## src/nn_cfg.svh

```systemverilog
`ifndef NN_CFG_SVH
`define NN_CFG_SVH

// Layer size, also the input vector length
`define NN_NEURONS 4

// Fixed-point word format
`define NN_WIDTH 16
`define NN_FRAC 8

// Learning rate as extra right shift of each weight change
`define NN_RATE_SHIFT 4

// One address per weight, NN_NEURONS squared entries
`define NN_ADDR_WIDTH ($clog2(`NN_NEURONS * `NN_NEURONS))

`endif
```

## src/nn_pkg.sv

```systemverilog
`include "nn_cfg.svh"

package nn_pkg;

    typedef logic signed [`NN_WIDTH-1:0] fix_t;

    // Wide enough for a full row of products
    typedef logic signed [2*`NN_WIDTH+$clog2(`NN_NEURONS)-1:0] acc_t;

    // Element i belongs to neuron or input i
    typedef fix_t [`NN_NEURONS-1:0] fix_vec_t;

    typedef enum logic {
        OP_INFER,
        OP_TRAIN
    } train_op_t;

    typedef enum logic [2:0] {
        IDLE,
        FORWARD,
        ERROR,
        UPDATE,
        FINISH
    } ctrl_state_t;

    localparam fix_t FIX_MAX = {1'b0, {(`NN_WIDTH-1){1'b1}}};
    localparam fix_t FIX_MIN = {1'b1, {(`NN_WIDTH-1){1'b0}}};

    // Clamp a wide value to the fix_t range
    function automatic fix_t sat_fix(input acc_t v);
        if (v > acc_t'(FIX_MAX)) begin
            return FIX_MAX;
        end
        if (v < acc_t'(FIX_MIN)) begin
            return FIX_MIN;
        end
        return fix_t'(v);
    endfunction

endpackage

```

## src/nn_trainer.sv

```systemverilog
`timescale 1ns/1ps
`include "nn_cfg.svh"

module nn_trainer import nn_pkg::*; (
    input  logic                      clk,
    input  logic                      rst_n,
    input  logic                      sample_valid,
    input  train_op_t                 op,
    input  fix_vec_t                  x,
    input  fix_vec_t                  y,
    input  logic                      wr_en,
    input  logic [`NN_ADDR_WIDTH-1:0] wr_addr,
    input  fix_t                      wr_data,
    input  logic [`NN_ADDR_WIDTH-1:0] rd_addr,
    output fix_t                      rd_data,
    output fix_vec_t                  result,
    output fix_vec_t                  error,
    output logic                      busy,
    output logic                      done
);

    fix_vec_t                  x_q;
    fix_vec_t                  y_q;
    logic                      fwd_start;
    logic                      fwd_done;
    logic                      err_start;
    logic                      err_done;
    logic                      upd_start;
    logic                      upd_done;
    logic [`NN_ADDR_WIDTH-1:0] w_rd_addr;
    fix_t                      w_rd_data;

    train_ctrl i_train_ctrl (
        .clk          (clk),
        .rst_n        (rst_n),
        .sample_valid (sample_valid),
        .op           (op),
        .x            (x),
        .y            (y),
        .fwd_done     (fwd_done),
        .err_done     (err_done),
        .upd_done     (upd_done),
        .x_q          (x_q),
        .y_q          (y_q),
        .fwd_start    (fwd_start),
        .err_start    (err_start),
        .upd_start    (upd_start),
        .busy         (busy),
        .done         (done)
    );

    forward_layer i_forward_layer (
        .clk       (clk),
        .rst_n     (rst_n),
        .fwd_start (fwd_start),
        .x         (x_q),
        .w_rd_data (w_rd_data),
        .w_rd_addr (w_rd_addr),
        .result    (result),
        .fwd_done  (fwd_done)
    );

    error_calc i_error_calc (
        .clk       (clk),
        .rst_n     (rst_n),
        .err_start (err_start),
        .result    (result),
        .y         (y_q),
        .error     (error),
        .err_done  (err_done)
    );

    weight_store i_weight_store (
        .clk       (clk),
        .rst_n     (rst_n),
        .wr_en     (wr_en),
        .wr_addr   (wr_addr),
        .wr_data   (wr_data),
        .rd_addr   (rd_addr),
        .w_rd_addr (w_rd_addr),
        .upd_start (upd_start),
        .x_q       (x_q),
        .error     (error),
        .busy      (busy),
        .rd_data   (rd_data),
        .w_rd_data (w_rd_data),
        .upd_done  (upd_done)
    );

endmodule

```

## src/train_ctrl.sv

```systemverilog
`timescale 1ns/1ps
`include "nn_cfg.svh"

module train_ctrl import nn_pkg::*; (
    input  logic      clk,
    input  logic      rst_n,
    input  logic      sample_valid,
    input  train_op_t op,
    input  fix_vec_t  x,
    input  fix_vec_t  y,
    input  logic      fwd_done,
    input  logic      err_done,
    input  logic      upd_done,
    output fix_vec_t  x_q,
    output fix_vec_t  y_q,
    output logic      fwd_start,
    output logic      err_start,
    output logic      upd_start,
    output logic      busy,
    output logic      done
);

    ctrl_state_t state;
    train_op_t   op_q;
    logic        accept;

    // Samples arriving while busy are dropped
    assign accept = sample_valid && !busy;

    always_ff @(posedge clk) begin
        if (accept) begin
            op_q <= op;
            x_q  <= x;
            y_q  <= y;
        end
    end

    ////////////////////
    // Sequencer

    always_ff @(posedge clk) begin
        if (!rst_n) begin
            state     <= IDLE;
            busy      <= 1'b0;
            done      <= 1'b0;
            fwd_start <= 1'b0;
            err_start <= 1'b0;
            upd_start <= 1'b0;
        end else begin
            fwd_start <= 1'b0;
            err_start <= 1'b0;
            upd_start <= 1'b0;
            done      <= 1'b0;
            case (state)
                IDLE, FINISH: begin
                    if (accept) begin
                        state     <= FORWARD;
                        busy      <= 1'b1;
                        fwd_start <= 1'b1;
                    end else begin
                        state <= IDLE;
                    end
                end
                FORWARD: begin
                    if (fwd_done) begin
                        state     <= ERROR;
                        err_start <= 1'b1;
                    end
                end
                ERROR: begin
                    if (err_done) begin
                        // Update only on a training sample
                        if (op_q == OP_TRAIN) begin
                            state     <= UPDATE;
                            upd_start <= 1'b1;
                        end else begin
                            state <= FINISH;
                            busy  <= 1'b0;
                            done  <= 1'b1;
                        end
                    end
                end
                UPDATE: begin
                    if (upd_done) begin
                        state <= FINISH;
                        busy  <= 1'b0;
                        done  <= 1'b1;
                    end
                end
                default: state <= IDLE;
            endcase
        end
    end

endmodule

```

## src/weight_store.sv

```systemverilog
`timescale 1ns/1ps
`include "nn_cfg.svh"

module weight_store import nn_pkg::*; (
    input  logic                      clk,
    input  logic                      rst_n,
    input  logic                      wr_en,
    input  logic [`NN_ADDR_WIDTH-1:0] wr_addr,
    input  fix_t                      wr_data,
    input  logic [`NN_ADDR_WIDTH-1:0] rd_addr,
    input  logic [`NN_ADDR_WIDTH-1:0] w_rd_addr,
    input  logic                      upd_start,
    input  fix_vec_t                  x_q,
    input  fix_vec_t                  error,
    input  logic                      busy,
    output fix_t                      rd_data,
    output fix_t                      w_rd_data,
    output logic                      upd_done
);

    localparam int DEPTH = `NN_NEURONS * `NN_NEURONS;
    localparam int AW    = `NN_ADDR_WIDTH;
    localparam int IW    = (`NN_NEURONS > 1) ? $clog2(`NN_NEURONS) : 1;
    localparam int SHIFT = `NN_FRAC + `NN_RATE_SHIFT;

    fix_t          mem [DEPTH];
    logic          upd_active;
    logic          upd_run;
    logic          upd_last;
    logic [AW-1:0] upd_addr;
    logic [IW-1:0] row;
    logic [IW-1:0] col;
    fix_t          err_sel;
    fix_t          x_sel;
    acc_t          change;
    fix_t          w_new;

    ////////////////////
    // Read ports

    assign rd_data   = mem[rd_addr];
    assign w_rd_data = mem[w_rd_addr];

    ////////////////////
    // Update datapath

    assign upd_run  = upd_start || upd_active;
    assign upd_last = (upd_addr == AW'(DEPTH - 1));

    // Address splits into neuron row and input column
    assign row = IW'(upd_addr / `NN_NEURONS);
    assign col = IW'(upd_addr % `NN_NEURONS);

    assign err_sel = error[row];
    assign x_sel   = x_q[col];

    // Delta times input, scaled by the learning rate
    assign change = (acc_t'(err_sel) * acc_t'(x_sel)) >>> SHIFT;
    assign w_new  = sat_fix(acc_t'(mem[upd_addr]) + change);

    always_ff @(posedge clk) begin
        if (!rst_n) begin
            for (int a = 0; a < DEPTH; a++) begin
                mem[a] <= '0;
            end
            upd_active <= 1'b0;
            upd_addr   <= '0;
            upd_done   <= 1'b0;
        end else begin
            upd_done <= 1'b0;
            if (upd_run) begin
                mem[upd_addr] <= w_new;
                if (upd_last) begin
                    upd_addr   <= '0;
                    upd_active <= 1'b0;
                    upd_done   <= 1'b1;
                end else begin
                    upd_addr   <= upd_addr + 1'b1;
                    upd_active <= 1'b1;
                end
            end else if (wr_en && !busy) begin
                // Load port, idle only
                mem[wr_addr] <= wr_data;
            end
        end
    end

endmodule

```

## src/error_calc.sv

```systemverilog
`timescale 1ns/1ps
`include "nn_cfg.svh"

module error_calc import nn_pkg::*; (
    input  logic     clk,
    input  logic     rst_n,
    input  logic     err_start,
    input  fix_vec_t result,
    input  fix_vec_t y,
    output fix_vec_t error,
    output logic     err_done
);

    fix_vec_t err_next;

    // Target minus result per neuron
    // Linear activation, so the delta is the error itself
    always_comb begin
        for (int n = 0; n < `NN_NEURONS; n++) begin
            err_next[n] = sat_fix(acc_t'(y[n]) - acc_t'(result[n]));
        end
    end

    always_ff @(posedge clk) begin
        if (!rst_n) begin
            error    <= '0;
            err_done <= 1'b0;
        end else begin
            err_done <= err_start;
            if (err_start) begin
                error <= err_next;
            end
        end
    end

endmodule

```

## src/forward_layer.sv

```systemverilog
`timescale 1ns/1ps
`include "nn_cfg.svh"

module forward_layer import nn_pkg::*; (
    input  logic                      clk,
    input  logic                      rst_n,
    input  logic                      fwd_start,
    input  fix_vec_t                  x,
    input  fix_t                      w_rd_data,
    output logic [`NN_ADDR_WIDTH-1:0] w_rd_addr,
    output fix_vec_t                  result,
    output logic                      fwd_done
);

    localparam int AW = `NN_ADDR_WIDTH;
    localparam int IW = (`NN_NEURONS > 1) ? $clog2(`NN_NEURONS) : 1;

    logic          active;
    logic          run;
    logic          last_in;
    logic          last_neuron;
    logic [IW-1:0] n_cnt;
    logic [IW-1:0] i_cnt;
    fix_t          x_sel;
    acc_t          product;
    acc_t          acc;
    acc_t          acc_next;

    ////////////////////
    // Matrix walk

    // First element is taken on the start cycle itself
    assign run         = fwd_start || active;
    assign last_in     = (i_cnt == IW'(`NN_NEURONS - 1));
    assign last_neuron = (n_cnt == IW'(`NN_NEURONS - 1));

    // Row of neuron n_cnt, column of input i_cnt
    assign w_rd_addr = AW'(n_cnt * `NN_NEURONS + i_cnt);

    ////////////////////
    // Multiply-accumulate

    assign x_sel    = x[i_cnt];
    assign product  = (acc_t'(x_sel) * acc_t'(w_rd_data)) >>> `NN_FRAC;
    assign acc_next = acc + product;

    always_ff @(posedge clk) begin
        if (!rst_n) begin
            active   <= 1'b0;
            n_cnt    <= '0;
            i_cnt    <= '0;
            acc      <= '0;
            result   <= '0;
            fwd_done <= 1'b0;
        end else begin
            fwd_done <= 1'b0;
            if (run) begin
                if (last_in) begin
                    // Neuron complete
                    result[n_cnt] <= sat_fix(acc_next);
                    acc           <= '0;
                    i_cnt         <= '0;
                    if (last_neuron) begin
                        n_cnt    <= '0;
                        active   <= 1'b0;
                        fwd_done <= 1'b1;
                    end else begin
                        n_cnt  <= n_cnt + 1'b1;
                        active <= 1'b1;
                    end
                end else begin
                    acc    <= acc_next;
                    i_cnt  <= i_cnt + 1'b1;
                    active <= 1'b1;
                end
            end
        end
    end

endmodule

```

## config.mk

```make
export PLATFORM = sky130hd
export DESIGN_NAME = nn_trainer
export DESIGN_NICKNAME = d
export VERILOG_FILES = /design/src/nn_pkg.sv /design/src/nn_trainer.sv /design/src/train_ctrl.sv /design/src/weight_store.sv /design/src/error_calc.sv /design/src/forward_layer.sv
export VERILOG_INCLUDE_DIRS = /design/src
export SDC_FILE = /design/constraint.sdc
export NUM_CORES = 2
export LEC_CHECK = 0
export BUFFER_PORTS_ARGS = -buffer_cell sky130_fd_sc_hd__buf_2
export CAP_MARGIN = 5
export CORE_ASPECT_RATIO = 0.75
export CORE_UTILIZATION = 55
export DETAILED_ROUTE_END_ITERATION = 8
export PLACE_DENSITY = 0.77
export SETUP_SLACK_MARGIN = 0.2
export SYNTH_ARGS = -nofsm -noshare
export SYNTH_HDL_FRONTEND = slang
export SYNTH_SLANG_ARGS = --single-unit
```

## constraint.sdc

```tcl
create_clock -name clk -period 20.7 [get_ports clk]
set_input_delay 4.14 -clock clk [delete_from_list [all_inputs] [get_ports clk]]
set_output_delay 4.14 -clock clk [all_outputs]
set_load 0.02 [all_outputs]
```

==> results.md <==
- Status: complete, no violations
- Num CTS Buffers: 61
- Setup Skew: 0.07958 ns
- Max-slew violations: 0
- Root Buffer: clkbuf_16
- Commonest non-fill, non-tap cell in the layout: inv_1
- GR Util met3: 0.1373
- Worst EP arrival: 13.64 ns
- Nets@finish: 6,349
- Flops & latches, synth: 572
- Post-layout min period: 12.98 ns
- CORE AREA: 95,520 µm²
- First-pass GRT wire length: 262,500 µm
- CTS clock-pin slew for the worst setup and hold paths: 0.07 ns
- GPL Wtd Cong: 0.9770
- Hold path start: i_forward_layer.fwd_done
- Max_slew headroom: 0.03180
- Die width: 361.2 µm
- Final ANT Viol Nets: 0
- Worst Path Max Fanout: 46
- Hold Crit Depth: 2
- Worst R2R Start: i_forward_layer.i_cnt[0]
- GR Util met2: 0.5074
- # hold bufs at CTS: 0
- Synth Area in Compound Gates: 0.1098
- EDFF count, synth: 385
- Post-synthesis cell count: 5,255
- Pin slew with the least headroom to its limit: 1.437 ns
- Xor/xnor cell area share of the yosys netlist: 0.02300
- Largest stage delay on the critical path: 0.87 ns
- DRC viols: 0
- R2r setup slk: 7.72 ns
- Num rows: 98
- Die H: 271.4 µm
- Starting Density: 0.5571
- Mux contribution to synthesized area: 0.1217
- Router iterations before antenna repair: 6
- Fmax: 77.03 MHz
- Io pins: 303
- Post-Syn Nets: 6,224
- WS Path Type: reg -> reg
- Warnings from Yosys: 0
- Worst R2R Path Depth: 38
- Maxcap violations: 0
- Final WL: 173,400 µm
- Yosys cell types: 87
- Crit-path slowest cell: o31ai_4
- Final setup TNS: 0 ns
- Final period util: 0.6271
- Async SR Flop Fraction: 0
- Routed len/inst: 25.95 µm
- CP endpoint kind: register
- Synth Cell Area: 53,210 µm²
- Gr usage total: 0.3572
- Worst path top cell family by delay: adder cells
- Pin count of the biggest net entering global routing: 91
- Post-CTS sizing: 0
- Synth-to-Final Area Change: 8.806%
- Layout cells sized above 1: 0.1546
- Final setup fails: 0
- Gr busiest metal: met2
- Hold Vio Cnt, Final: 0
- Vias in the first global route: 42,570
- Overflow after GRT: 0
- Worst R2R End: i_forward_layer.result[55]
- RSZ-0062 raised after global routing: no
- Simple-gate share of the synthesized area: 0.1127
- Initial drt markers: 5,860
- Vias post-DR: 42,870
- DP Wirelength: 127,400 µm
- Die area: 98,010 µm²
- Most used cell, CP: fa_1
- Buf/Inv on CP: 7
- Syn Area/Cell: 10.13 µm²
- Commonest cells after routing, fill and taps aside: inv_1 (734), nand2_1 (638), fa_1 (528), a21oi_1 (452), edfxtp_1 (385)
- Hold crit path type: reg -> reg
- Primary FF master, synth: edfxtp_1
- Clock sink total: 572
- WHS Endpoint: i_train_ctrl.err_start
- CP required: 21.36 ns
- Post-Synth Adder-Cell Area: 0.2711
- GR Util met1: 0.4905
- Initial antenna violation count: 8
- Largest family of logic cells by synthesized area: adder cells
- Setup Buffers After CTS: 0
- CTS tree: yes
- Sequential fraction of the synthesis area: 0.2876
- Worst Setup Start Kind: register
- Worst-skew pair later-pin latency: 0.73 ns
- Port bufs: 302
- Via density: 6.417
- Worst-case clock buffer depth: 3
- H-tree levels: 2
[metrics by stage]
step                      setup WS, ns  cell area, µm²    util  hold WS (ns)  instances
final                            7.719           57900  0.6062        0.4607       6680
after global routing             6.899           57890  0.6061        0.4749       6677
after CTS                        7.682           57880  0.6060        0.4520       6675
after detailed placement         7.686           55890  0.5851        0.4348       6566
after global placement           8.009           55890  0.5851        0.4445       6566
after floorplan                  9.330           53210       -        0.4238       5255
[worst max path at each step]
stage	endpoint	from	cells past startpoint
floorplan	i_forward_layer.result[62]	i_forward_layer.i_cnt[0]	42
global placement	i_forward_layer.result[16]	i_forward_layer.i_cnt[0]	38
detailed placement	i_forward_layer.result[2]	i_forward_layer.i_cnt[0]	38
CTS	i_forward_layer.result[55]	i_forward_layer.i_cnt[0]	38
global route	i_forward_layer.result[24]	i_forward_layer.i_cnt[0]	38
finish	i_forward_layer.result[55]	i_forward_layer.i_cnt[0]	38
[cell usage after synthesis (48+ instances only)]
cell type	n	area, µm²
nor3_1	63	315.3
and2_1	87	544.3
nand3_1	49	245.2
edfxtp_1	385	11560
xnor2_1	101	884.6
a21oi_1	452	2262
o21ai_0	181	905.9
fa_1	528	10570
inv_1	735	2759
mux4_2	256	5766
clkbuf_1	262	983.4
dfxtp_1	187	3744
nor2_1	346	1299
ha_1	284	3553
nand2_1	638	2395
a21o_1	48	360.4
o21a_1	48	360.4
[state kept, by name, indices dropped and copies added (netlist names), 3 cells and up, named ones only]
signal and cells:
i_train_ctrl.x_q 64, i_forward_layer.acc 34, i_train_ctrl.y_q 64, i_error_calc.error 64, i_forward_layer.result 64, i_train_ctrl.state 3, i_weight_store.mem 256, i_weight_store.upd_addr 4
[logic make-up after synthesis]
family | Yosys count
muxes | 323
DFF | 572
xor gates and xnor gates | 138
and+or+nand+nor | 1363
adders and majority gates | 842
AOI/OAI and AO/OA | 973
buffers and inverters | 1044
[area by class of cell]
cell class	count	area (µm²)
Multi-Input combinational cell	3639	34220
Tap cell	1250	1564
Timing Repair Buffer	371	2034
Inverter	735	2759
Clock buffer	71	1564
Sequential cell	572	15320
Clock inverter	38	427.9
Antenna cell	4	10.01
Fill cell	7622	37620
[worst register-to-register path, delay by kind of cell (launching register included)]
family | cells | cell delay [ns]
simple gates | 8 | 1.31
buf+inv | 7 | 2.12
compound gates | 13 | 3.82
fa+ha+maj | 8 | 4.05
mux | 2 | 1.28
flops | 1 | 0.41
[routing by layer]
layer,wire [µm],vias to the layer above,part of all wire
met2,71940,3231,0.42
met5,45,-,0.00026
met3,28700,596,0.17
met4,8446,8,0.049
li1,-,18140,-
met1,64220,20890,0.37
Power is left out: the tool's default activity adds up to more than one toggle a clock period on the data nets, which glitch-free logic cannot reach.
